<file path="src/oscPkg.sv">
package oscPkg;
	localparam int sampleW = 8;                  // one adc sample
	localparam int numCh = 4;                    // adc channels
	localparam int wordW = numCh * sampleW;      // memory word, all channels side by side
	localparam int axiAw = 8;                    // axi-lite address bits
	localparam int axiDw = 32;                   // axi-lite data bits

	localparam logic [1:0] respOkay = 2'b00;     // the only response this slave gives

	// sequencer states, also visible in the status register bits 2:1
	typedef enum logic [1:0] {
		idle,       // waiting for a start
		preAcq,     // filling the pre-trigger part
		waitTrig,   // storing and watching for the trigger
		postAcq     // storing the post-trigger part
	} acqState_t;

	typedef enum logic {
		rising,     // sample enters the window
		falling     // sample leaves the window
	} trigType_t;

	// register map, byte offsets
	localparam logic [axiAw-1:0] regCtrl = 8'h00;     // bit 0 starts an acquisition
	localparam logic [axiAw-1:0] regStatus = 8'h04;   // dataReady, state
	localparam logic [axiAw-1:0] regThresh = 8'h08;   // low 7:0, high 15:8
	localparam logic [axiAw-1:0] regTrig = 8'h0C;     // mask 3:0, type 4, downsample 12:8
	localparam logic [axiAw-1:0] regPre = 8'h10;      // pre-trigger word count
	localparam logic [axiAw-1:0] regPost = 8'h14;     // post-trigger word count
	localparam logic [axiAw-1:0] regTrigAddr = 8'h18; // captured trigger address, read only
	localparam logic [axiAw-1:0] memBase = 8'h80;     // sample window, relative to trigger
endpackage

</file>
<file path="src/oscTrigger.sv">
`timescale 1ns/1ps
module oscTrigger (
	input  logic                         clk_flash,
	input  logic                         arstN,
	input  logic [oscPkg::sampleW-1:0]   adc0,
	input  logic [oscPkg::sampleW-1:0]   adc1,
	input  logic [oscPkg::sampleW-1:0]   adc2,
	input  logic [oscPkg::sampleW-1:0]   adc3,
	input  logic [oscPkg::sampleW-1:0]   threshLow,
	input  logic [oscPkg::sampleW-1:0]   threshHigh,
	input  logic [oscPkg::numCh-1:0]     chMask,
	input  oscPkg::trigType_t            trigType,
	output logic [oscPkg::wordW-1:0]     sampleWord,
	output logic                         trigger
);
	import oscPkg::*;

	logic [wordW-1:0] adcWord;      // input register with channel c in bits c*sampleW
	logic [wordW-1:0] wordD1;       // word pipeline keeping pace with the flag pipeline
	logic [wordW-1:0] wordD2;
	logic [numCh-1:0] winNow;       // window compare on the registered inputs
	logic [numCh-1:0] inWin;        // in-window flag of the current sample
	logic [numCh-1:0] inWinPrev;    // same flag one sample earlier
	logic [numCh-1:0] chEdge;       // per-channel edge before the mask

	// sample word pipeline, three stages deep like the flag path
	always_ff @(posedge clk_flash) begin
		adcWord <= {adc3, adc2, adc1, adc0};  // edge k
		wordD1 <= adcWord;                    // k+1
		wordD2 <= wordD1;                     // k+2
		sampleWord <= wordD2;                 // k+3 on the same edge as its trigger bit
	end

	always_comb begin
		for (int c = 0; c < numCh; c++) begin
			winNow[c] = (adcWord[c*sampleW +: sampleW] >= threshLow) &&
				(adcWord[c*sampleW +: sampleW] <= threshHigh);  // inclusive on both ends
		end
	end

	always_ff @(posedge clk_flash or negedge arstN) begin
		if (!arstN) begin
			inWin <= '0;
			inWinPrev <= '0;
			chEdge <= '0;
			trigger <= 1'b0;
		end else begin
			inWin <= winNow;        // flag of sample k at k+1
			inWinPrev <= inWin;     // flag of sample k-1 at k+1
			if (trigType == rising) begin
				chEdge <= inWin & ~inWinPrev;   // came into the window
			end else begin
				chEdge <= ~inWin & inWinPrev;   // dropped out of the window
			end
			trigger <= |(chEdge & chMask);  // masked OR gives one pulse per edge
		end
	end
endmodule

</file>
<file path="src/oscAcquire.sv">
`timescale 1ns/1ps
module oscAcquire #(
	parameter int ramAw = 6
) (
	input  logic                         clk_flash,
	input  logic                         arstN,
	input  logic                         start,
	input  logic [4:0]                   downsample,
	input  logic [ramAw-1:0]             preCount,
	input  logic [ramAw-1:0]             postCount,
	input  logic [oscPkg::wordW-1:0]     sampleWord,
	input  logic                         trigger,
	output logic                         memWe,
	output logic [ramAw-1:0]             memWaddr,
	output logic [oscPkg::wordW-1:0]     memWdata,
	output logic [ramAw-1:0]             trigAddr,
	output logic                         dataReady,
	output oscPkg::acqState_t            state
);
	import oscPkg::*;

	logic [31:0]      dsCnt;      // free-running sample counter for the downsample tick
	logic [31:0]      dsMask;     // low downsample bits set
	logic             tick;       // this sample is one of every 2^downsample
	logic             store;      // write this word into the ring
	logic [ramAw-1:0] wrAddr;     // ring write pointer, wraps with the depth
	logic [ramAw-1:0] sampCnt;    // words stored in the current phase

	assign dsMask = (32'd1 << downsample) - 32'd1;
	assign tick = (dsCnt & dsMask) == dsMask;   // every sample when downsample is 0
	assign store = tick && (state != idle);

	assign memWe = store;
	assign memWaddr = wrAddr;
	assign memWdata = sampleWord;

	always_ff @(posedge clk_flash or negedge arstN) begin
		if (!arstN) begin
			state <= idle;
			dataReady <= 1'b0;
			dsCnt <= '0;
			wrAddr <= '0;
			sampCnt <= '0;
			trigAddr <= '0;
		end else begin
			dsCnt <= dsCnt + 32'd1;
			if (store) begin
				wrAddr <= wrAddr + 1'b1;
			end
			case (state)
				idle: begin
					if (start) begin  // a start anywhere else is ignored
						dataReady <= 1'b0;
						dsCnt <= '0;
						wrAddr <= '0;
						sampCnt <= '0;
						state <= (preCount == '0) ? waitTrig : preAcq;
					end
				end
				preAcq: begin
					if (tick) begin
						sampCnt <= sampCnt + 1'b1;
						if (sampCnt == preCount - 1'b1) begin
							state <= waitTrig;  // last pre-trigger word goes in now
						end
					end
				end
				waitTrig: begin
					if (tick && trigger) begin  // only a ticked word can trigger
						trigAddr <= wrAddr;     // address of the triggering word
						sampCnt <= ramAw'(1);   // the trigger word counts as post word 1
						if (postCount <= ramAw'(1)) begin
							dataReady <= 1'b1;
							state <= idle;
						end else begin
							state <= postAcq;
						end
					end
				end
				postAcq: begin
					if (tick) begin
						sampCnt <= sampCnt + 1'b1;
						if (sampCnt == postCount - 1'b1) begin
							dataReady <= 1'b1;  // final word written on this edge
							state <= idle;
						end
					end
				end
				default: state <= idle;
			endcase
		end
	end
endmodule

</file>
<file path="src/oscSampleRam.sv">
`timescale 1ns/1ps
module oscSampleRam #(
	parameter int ramAw = 6
) (
	input  logic                         clk_flash,
	input  logic                         we,
	input  logic [ramAw-1:0]             waddr,
	input  logic [oscPkg::wordW-1:0]     wdata,
	input  logic [ramAw-1:0]             raddr,
	output logic [oscPkg::wordW-1:0]     rdata
);
	import oscPkg::*;

	logic [wordW-1:0] mem [2**ramAw];  // ring of words with four channels each

	// one write port and one registered read port on the same clock
	always_ff @(posedge clk_flash) begin
		if (we) begin
			mem[waddr] <= wdata;
		end
		rdata <= mem[raddr];  // data one cycle after the address
	end
endmodule

</file>
<file path="src/oscAxiRegs.sv">
`timescale 1ns/1ps
module oscAxiRegs #(
	parameter int ramAw = 6
) (
	input  logic                           clk_flash,
	input  logic                           arstN,
	input  logic [oscPkg::axiAw-1:0]       awaddr,
	input  logic                           awvalid,
	output logic                           awready,
	input  logic [oscPkg::axiDw-1:0]       wdata,
	input  logic [oscPkg::axiDw/8-1:0]     wstrb,
	input  logic                           wvalid,
	output logic                           wready,
	output logic [1:0]                     bresp,
	output logic                           bvalid,
	input  logic                           bready,
	input  logic [oscPkg::axiAw-1:0]       araddr,
	input  logic                           arvalid,
	output logic                           arready,
	output logic [oscPkg::axiDw-1:0]       rdata,
	output logic [1:0]                     rresp,
	output logic                           rvalid,
	input  logic                           rready,
	output logic [oscPkg::sampleW-1:0]     threshLow,
	output logic [oscPkg::sampleW-1:0]     threshHigh,
	output logic [oscPkg::numCh-1:0]       chMask,
	output oscPkg::trigType_t              trigType,
	output logic                           start,
	output logic [4:0]                     downsample,
	output logic [ramAw-1:0]               preCount,
	output logic [ramAw-1:0]               postCount,
	input  logic                           dataReady,
	input  oscPkg::acqState_t              state,
	input  logic [ramAw-1:0]               trigAddr,
	output logic [ramAw-1:0]               memRaddr,
	input  logic [oscPkg::wordW-1:0]       memRdata
);
	import oscPkg::*;

	localparam int offW = axiAw - 3;  // word offset bits inside the 128-byte window

	logic [axiAw-1:0]   awAddrQ;    // held write address
	logic [axiDw-1:0]   wDataQ;     // held write data
	logic [axiDw/8-1:0] wStrbQ;
	logic               awHave;     // write address arrived
	logic               wHave;      // write data arrived
	logic               doWrite;    // both halves present, update this cycle
	logic [axiDw-1:0]   wrImage;    // target register after the byte merge
	logic [axiAw-1:0]   arAddrQ;    // held read address
	logic [1:0]         rdPipe;     // memory cycle, then output register cycle
	logic               rdBusy;
	logic [axiDw-1:0]   rdImage;

	// current contents as seen from the bus, zero outside the map
	function automatic logic [axiDw-1:0] regImage(input logic [axiAw-1:0] addr);
		logic [axiDw-1:0] img;
		img = '0;
		case (addr)
			regStatus: begin
				img[0] = dataReady;
				img[2:1] = state;
			end
			regThresh: img[15:0] = {threshHigh, threshLow};
			regTrig: begin
				img[numCh-1:0] = chMask;
				img[4] = trigType;
				img[12:8] = downsample;
			end
			regPre: img[ramAw-1:0] = preCount;
			regPost: img[ramAw-1:0] = postCount;
			regTrigAddr: img[ramAw-1:0] = trigAddr;
			default: begin
				if (addr >= memBase) begin
					img = memRdata;
				end
			end
		endcase
		return img;
	endfunction

	function automatic logic [axiDw-1:0] mergeStrb(input logic [axiDw-1:0] old,
		input logic [axiDw-1:0] data, input logic [axiDw/8-1:0] strb);
		logic [axiDw-1:0] res;
		res = old;
		for (int b = 0; b < axiDw/8; b++) begin
			if (strb[b]) begin
				res[8*b +: 8] = data[8*b +: 8];  // only strobed bytes change
			end
		end
		return res;
	endfunction

	assign doWrite = awHave && wHave;
	assign rdBusy = (|rdPipe) || rvalid;
	assign bresp = respOkay;
	assign rresp = respOkay;

	// signed word offset, so the window reaches before the trigger too
	assign memRaddr = trigAddr + ramAw'($signed(arAddrQ[offW+1:2]));

	always_comb wrImage = mergeStrb(regImage(awAddrQ), wDataQ, wStrbQ);
	always_comb rdImage = regImage(arAddrQ);

	always_ff @(posedge clk_flash or negedge arstN) begin
		if (!arstN) begin
			awready <= 1'b0;
			wready <= 1'b0;
			awHave <= 1'b0;
			wHave <= 1'b0;
			bvalid <= 1'b0;
		end else begin
			if (awvalid && awready) begin
				awHave <= 1'b1;
				awready <= 1'b0;
			end else if (doWrite) begin
				awHave <= 1'b0;
			end else if (!awHave && !bvalid) begin
				awready <= 1'b1;  // reopen after the response is taken
			end
			if (wvalid && wready) begin
				wHave <= 1'b1;
				wready <= 1'b0;
			end else if (doWrite) begin
				wHave <= 1'b0;
			end else if (!wHave && !bvalid) begin
				wready <= 1'b1;
			end
			if (doWrite) begin
				bvalid <= 1'b1;
			end else if (bready) begin
				bvalid <= 1'b0;
			end
		end
	end

	always_ff @(posedge clk_flash) begin
		if (awvalid && awready) begin
			awAddrQ <= awaddr;
		end
		if (wvalid && wready) begin
			wDataQ <= wdata;
			wStrbQ <= wstrb;
		end
	end

	always_ff @(posedge clk_flash or negedge arstN) begin
		if (!arstN) begin
			threshLow <= '0;
			threshHigh <= '0;
			chMask <= '0;
			trigType <= rising;
			downsample <= '0;
			preCount <= '0;
			postCount <= '0;
			start <= 1'b0;
		end else begin
			start <= doWrite && (awAddrQ == regCtrl) && wStrbQ[0] && wDataQ[0];  // one cycle
			if (doWrite) begin
				case (awAddrQ)
					regThresh: begin
						threshLow <= wrImage[7:0];
						threshHigh <= wrImage[15:8];
					end
					regTrig: begin
						chMask <= wrImage[numCh-1:0];
						trigType <= trigType_t'(wrImage[4]);
						downsample <= wrImage[12:8];
					end
					regPre: preCount <= wrImage[ramAw-1:0];
					regPost: postCount <= wrImage[ramAw-1:0];
					default: ;  // read-only and unmapped writes are dropped
				endcase
			end
		end
	end

	always_ff @(posedge clk_flash or negedge arstN) begin
		if (!arstN) begin
			arready <= 1'b0;
			rdPipe <= '0;
			rvalid <= 1'b0;
		end else begin
			rdPipe <= {rdPipe[0], arvalid && arready};
			if (arvalid && arready) begin
				arready <= 1'b0;  // one read in flight at a time
			end else if (!rdBusy) begin
				arready <= 1'b1;
			end
			if (rdPipe[1]) begin
				rvalid <= 1'b1;
			end else if (rready) begin
				rvalid <= 1'b0;
			end
		end
	end

	always_ff @(posedge clk_flash) begin
		if (arvalid && arready) begin
			arAddrQ <= araddr;
		end
		if (rdPipe[1]) begin
			rdata <= rdImage;  // memory word valid by now
		end
	end
endmodule

</file>
<file path="src/oscTop.sv">
`timescale 1ns/1ps
module oscTop #(
	parameter int ramAw = 6
) (
	input  logic                           clk_flash,
	input  logic                           arstN,
	input  logic [oscPkg::sampleW-1:0]     adc0,
	input  logic [oscPkg::sampleW-1:0]     adc1,
	input  logic [oscPkg::sampleW-1:0]     adc2,
	input  logic [oscPkg::sampleW-1:0]     adc3,
	input  logic [oscPkg::axiAw-1:0]       awaddr,
	input  logic                           awvalid,
	output logic                           awready,
	input  logic [oscPkg::axiDw-1:0]       wdata,
	input  logic [oscPkg::axiDw/8-1:0]     wstrb,
	input  logic                           wvalid,
	output logic                           wready,
	output logic [1:0]                     bresp,
	output logic                           bvalid,
	input  logic                           bready,
	input  logic [oscPkg::axiAw-1:0]       araddr,
	input  logic                           arvalid,
	output logic                           arready,
	output logic [oscPkg::axiDw-1:0]       rdata,
	output logic [1:0]                     rresp,
	output logic                           rvalid,
	input  logic                           rready
);
	import oscPkg::*;

	logic [sampleW-1:0] threshLow, threshHigh;  // window limits
	logic [numCh-1:0]   chMask;
	trigType_t          trigType;
	logic               start;                  // one-cycle pulse from the ctrl write
	logic [4:0]         downsample;
	logic [ramAw-1:0]   preCount, postCount;
	logic [wordW-1:0]   sampleWord;             // aligned with trigger
	logic               trigger;
	logic               memWe;
	logic [ramAw-1:0]   memWaddr, memRaddr, trigAddr;
	logic [wordW-1:0]   memWdata, memRdata;
	logic               dataReady;
	acqState_t          state;

	oscTrigger uTrigger (
		.clk_flash, .arstN, .adc0, .adc1, .adc2, .adc3,
		.threshLow, .threshHigh, .chMask, .trigType,
		.sampleWord, .trigger
	);

	oscAcquire #(.ramAw(ramAw)) uAcquire (
		.clk_flash, .arstN, .start, .downsample, .preCount, .postCount,
		.sampleWord, .trigger, .memWe, .memWaddr, .memWdata,
		.trigAddr, .dataReady, .state
	);

	oscSampleRam #(.ramAw(ramAw)) uSampleRam (
		.clk_flash, .we(memWe), .waddr(memWaddr), .wdata(memWdata),
		.raddr(memRaddr), .rdata(memRdata)
	);

	oscAxiRegs #(.ramAw(ramAw)) uAxiRegs (
		.clk_flash, .arstN,
		.awaddr, .awvalid, .awready, .wdata, .wstrb, .wvalid, .wready,
		.bresp, .bvalid, .bready, .araddr, .arvalid, .arready,
		.rdata, .rresp, .rvalid, .rready,
		.threshLow, .threshHigh, .chMask, .trigType, .start, .downsample,
		.preCount, .postCount, .dataReady, .state, .trigAddr,
		.memRaddr, .memRdata
	);
endmodule

</file>
<file path="config.mk">
export PLATFORM = sky130hd
export DESIGN_NAME = oscTop
export DESIGN_NICKNAME = d
export VERILOG_FILES = /design/src/oscPkg.sv /design/src/oscTrigger.sv /design/src/oscAcquire.sv /design/src/oscSampleRam.sv /design/src/oscAxiRegs.sv /design/src/oscTop.sv
export SDC_FILE = /design/constraint.sdc
export NUM_CORES = 2
export LEC_CHECK = 0
export ABC_AREA = 1
export BUFFER_PORTS_ARGS = -buffer_cell sky130_fd_sc_hd__buf_2
export CORE_MARGIN = 10
export CORE_UTILIZATION = 40
export CTS_BUF_LIST = sky130_fd_sc_hd__clkbuf_4
export DETAILED_ROUTE_END_ITERATION = 10
export PLACE_DENSITY = 0.56
export SLEW_MARGIN = 20
export SYNTH_ARGS = -nofsm -noshare
export SYNTH_HDL_FRONTEND = slang
export SYNTH_SLANG_ARGS = --single-unit
</file>
<file path="constraint.sdc">
create_clock -name clk_flash -period 8.38 [get_ports clk_flash]
set_clock_uncertainty 0.05 [all_clocks]
set_input_delay 1.257 -clock clk_flash [delete_from_list [all_inputs] [get_ports clk_flash]]
set_output_delay 1.257 -clock clk_flash [all_outputs]
set_load 0.03 [all_outputs]
</file>
==> flow_summary.yaml <==
logic_synthesis:
  synth_edf_count: 2114
  post_synth_num_cell_types: 60
  synth.top_cell.area_share_pct: 66.6
  syn_area_um2: 95300
  ys_warn_count: 0
  synth_ff_type: "sky130_fd_sc_hd__edfxtp_1"
  synth-seq-cells: 2387
  ys_async_sr_fraction_pct: 4.73
  synth_top_cells_by_area: "sky130_fd_sc_hd__edfxtp_1 (67%), sky130_fd_sc_hd__nor2_1 (6.8%), sky130_fd_sc_hd__o32ai_1 (4.7%), sky130_fd_sc_hd__dfxtp_1 (3.4%), sky130_fd_sc_hd__o21ai_0 (3.4%)"
  synthDominantAreaCellType: "sky130_fd_sc_hd__edfxtp_1"
  synth.yosys.seq_area_share_pct: 72.9
  synth_area_per_cell_um2: 13.2
  synthCells: 7241
floorplan:
  fp.dieArea_um2: 258000
  die_width_um: 508
  boundaryPins: 132
  fp-row-count: 179
  initial_utilization_pct: 40.1
  die_h_um: 508
  coreArea_um2: 237000
pwr:
  vdd_drop_max_v: 0.000172
  power_density_nw_per_um2: 279
  p_leak_uw: 0.0369
  p_total_uw: 30200
timing:
  timing.hold.ws_ns: 0.249
  setup_total_negative_slack_ns: 0
  drv_slew: 0
  setup_viol: 0
  worst_slew_pin_slew_ns: 1.14
  worst_slew_margin_rel_pct: 23.9
  rsz0062_at_grt: "no"
  timing.final.crit_share_pct: 68.2
  min_period_ns: 5.71
  hold_viol: 0
  maxClockFrequency_mhz: 175
global_route:
  gr-usage-all-layers_pct: 19.8
  grt_start_max_net_pins: 199
  grt_pass1_wl_um: 386000
  antenna_found_initial: 13
  via_count_of_the_first_global_routing_pass: 60569
  grt_remaining_overflow: 0
layout:
  utilization_pct: 45.6
  most-common-layout-cells: "sky130_fd_sc_hd__edfxtp_1 (2114), sky130_fd_sc_hd__nor2_1 (1659), sky130_fd_sc_hd__clkbuf_4 (899), sky130_fd_sc_hd__o21ai_0 (639), sky130_fd_sc_hd__o32ai_1 (512)"
  seq_area_um2: 69600
  most_common_cell_after_layout_fill_and_taps_aside: "sky130_fd_sc_hd__edfxtp_1"
  multi_input_area_um2: 23900
  num-fill-cells: 21444
  nNetsFinal: 7900
  area_growth_pct: 13.5
  drive_gt1_share_pct: 19.7
worst_setup_path:
  crit_path_max_fanout: 22
  reg2reg_setup_slack_ns: 2.67
  worst-setup-path-type: "flop to flop"
  critical_path.cell_chain: "inv_2, nand4_1, ha_1, inv_1, nor2_4, nand2_2, nor2_4, nand2_1, nand3_1, nand2_1, nor2_1, nand3_1, nor2_2, nand3_4, nor2_8, nand3_4, nor2_4, buf_4"
  endpoint_kind: "flop"
  timing.critical_path.max_delay_family: "simple AND/OR/NAND/NOR gates"
  required_ns: 9.34
  critPathMostFrequentCell: "sky130_fd_sc_hd__nor2_4"
  timing.critical_path.from_type: "flop"
  ff2ff_path_depth: 18
  max_stage_delay_ns: 0.95
  timing.critical_path.arrival_ns: 6.68
  cp_slowest_cell: "sky130_fd_sc_hd__nor2_4"
  cp.buffers_inverters: 3
  timing.rr.end: "uSampleRam.mem[19][29]$_DFFE_PP_"
  crit-reg2reg-launch: "uAxiRegs.downsample[3]$_DFFE_PN0P_"
clocking:
  numClockSinks: 2387
  clock_tree.htree_level_count: 6
  cts_root_buffer: "sky130_fd_sc_hd__clkbuf_4"
  tritoncts: "yes"
  worst_setup_hold_path_clk_slew_ns: 0.07
  cts_setup_buffers: 0
  worst_skew_pair.late_latency_ns: 1.39
  total_clock_buffers_created_by_cts: 615
  cts-root-to-sink-buffers: 4
min_path:
  holdCritStartpoint: "uTrigger.wordD2[21]$_DFF_P_"
  min_delay_path_depth: 0
  min_path_type: "flop to flop"
  whs_endpoint: "uTrigger.sampleWord[21]$_DFF_P_"
route:
  first_pass_iters: 5
  detail_route.iter0.violations: 6384
  num_vias: 61467
  drt.antenna.violating_nets: 0
  total_wirelength_of_the_detailed_routed_design_um: 263000
  drc: 0
  routed_via_density: 5.44
  route.detailed.wl_per_inst_um: 23.3
placed_design:
  place.detailed.hpwl_um: 142000
  place.gp.congestion: 0.843
  io_buffer_count: 109
flow_run:
  max_cap_viol_count: 0
outcome:
  status: "completed"
## synthesized netlist by cell type, types with 7 or more instances
master	number
sky130_fd_sc_hd__mux2_2	256
sky130_fd_sc_hd__dfrtp_1	113
sky130_fd_sc_hd__ha_1	76
sky130_fd_sc_hd__nor3_1	31
sky130_fd_sc_hd__nand2_1	485
sky130_fd_sc_hd__nor4_1	8
sky130_fd_sc_hd__clkbuf_1	412
sky130_fd_sc_hd__nand3_1	69
sky130_fd_sc_hd__o32ai_1	512
sky130_fd_sc_hd__edfxtp_1	2114
sky130_fd_sc_hd__inv_2	8
sky130_fd_sc_hd__nor2_1	1721
sky130_fd_sc_hd__a21oi_1	139
sky130_fd_sc_hd__a32oi_1	32
sky130_fd_sc_hd__o22ai_1	12
sky130_fd_sc_hd__nand2_2	8
sky130_fd_sc_hd__o211ai_1	8
sky130_fd_sc_hd__o2111ai_1	9
sky130_fd_sc_hd__buf_2	7
sky130_fd_sc_hd__o21ai_0	639
sky130_fd_sc_hd__nand4_1	48
sky130_fd_sc_hd__nor2_4	8
sky130_fd_sc_hd__buf_1	28
sky130_fd_sc_hd__a32o_1	37
sky130_fd_sc_hd__inv_1	189
sky130_fd_sc_hd__dfxtp_1	160
sky130_fd_sc_hd__xor2_1	21
## power by group
part | switching (uW) | internal, uW | total, uW | leakage, uW
combinational | 4710 | 2220 | 6930 | 0.0105
clock | 4550 | 5030 | 9590 | 0.00447
sequential | 254 | 13400 | 13700 | 0.0219
total | 9520 | 20700 | 30200 | 0.0369
## what timing repair did
item                      4_1_cts  5_1_grt
resized for setup               0        0
hold buffers                   71        0
hold endpoints to repair      129        0
## registers in the layout, summed over array words and instances, names as in the netlist, 5 cells and up
signal	cells
uAcquire.sampCnt	6
uSampleRam.rdata	32
uAcquire.memWaddr	6
uAxiRegs.threshHigh	8
uSampleRam.mem	2048
uAxiRegs.wDataQ	16
uAxiRegs.postCount	6
uAxiRegs.downsample	5
uTrigger.wordD2	32
uAcquire.trigAddr	6
uAcquire.dsCnt	31
uTrigger.wordD1	32
uAxiRegs.preCount	6
uTrigger.adcWord	32
uAxiRegs.arAddrQ	8
uAxiRegs.rdata	32
uAxiRegs.threshLow	8
uTrigger.sampleWord	32
uAxiRegs.awAddrQ	8
## cells by family after synthesis
logic type	after synthesis	synth area share, %
other	1	0.00394
AND/OR/NAND/NOR	2408	10.1
multiplexers	259	3.06
adder cells (fa/ha/maj)	77	1.02
flip-flops	2387	72.9
XOR/XNOR	27	0.248
AO/OA/AOI/OAI	1428	10.0
buffers and inverters	654	2.64
## per-stage QoR
| stage | cells | cell area [um2] | setup WS, ns |
|---|---|---|---|
| 3_5_place_dp | 10211 | 100000 | 2.66 |
| 3_3_place_gp | 10208 | 100000 | 2.53 |
| 6_report | 11308 | 108000 | 2.67 |
| 4_1_cts | 11304 | 108000 | 2.62 |
| 2_1_floorplan | 7244 | 95300 | 4.03 |
| 5_1_grt | 11306 | 108000 | 2.34 |
## worst max-delay path by stage
stage	depth (start not counted)	end	start
after floorplan	18	uSampleRam.mem[0][0]$_DFFE_PP_	uAxiRegs.downsample[4]$_DFFE_PN0P_
after detailed placement	18	uSampleRam.mem[19][11]$_DFFE_PP_	uAxiRegs.downsample[4]$_DFFE_PN0P_
final	18	uSampleRam.mem[19][29]$_DFFE_PP_	uAxiRegs.downsample[3]$_DFFE_PN0P_
after CTS	18	uSampleRam.mem[19][29]$_DFFE_PP_	uAxiRegs.downsample[4]$_DFFE_PN0P_
after global routing	18	uSampleRam.mem[1][29]$_DFFE_PP_	uAxiRegs.downsample[3]$_DFFE_PN0P_
after global placement	18	uSampleRam.mem[22][23]$_DFFE_PP_	uAxiRegs.downsample[3]$_DFFE_PN0P_
## layout make-up
| type | count | share of cell area [%] |
|---|---|---|
| clock inverter | 123 | 0.582 |
| sequential | 2387 | 64.3 |
| multi-input combinational | 4203 | 22.1 |
| inverter | 198 | 0.701 |
| antenna | 4 | 0.00926 |
| timing repair buffer | 327 | 2.43 |
| tap | 3167 | 3.66 |
| clock buffer | 899 | 6.24 |
## layer usage
layer,vias to the layer above,share of wire [%],track usage [%]
met5,-,0.071,0.370
met4,10,3.9,8.41
met3,456,8.0,4.87
met2,2407,45,30.5
met1,30444,43,26.6
li1,28150,-,-
Power figures use the tool's default switching activity.
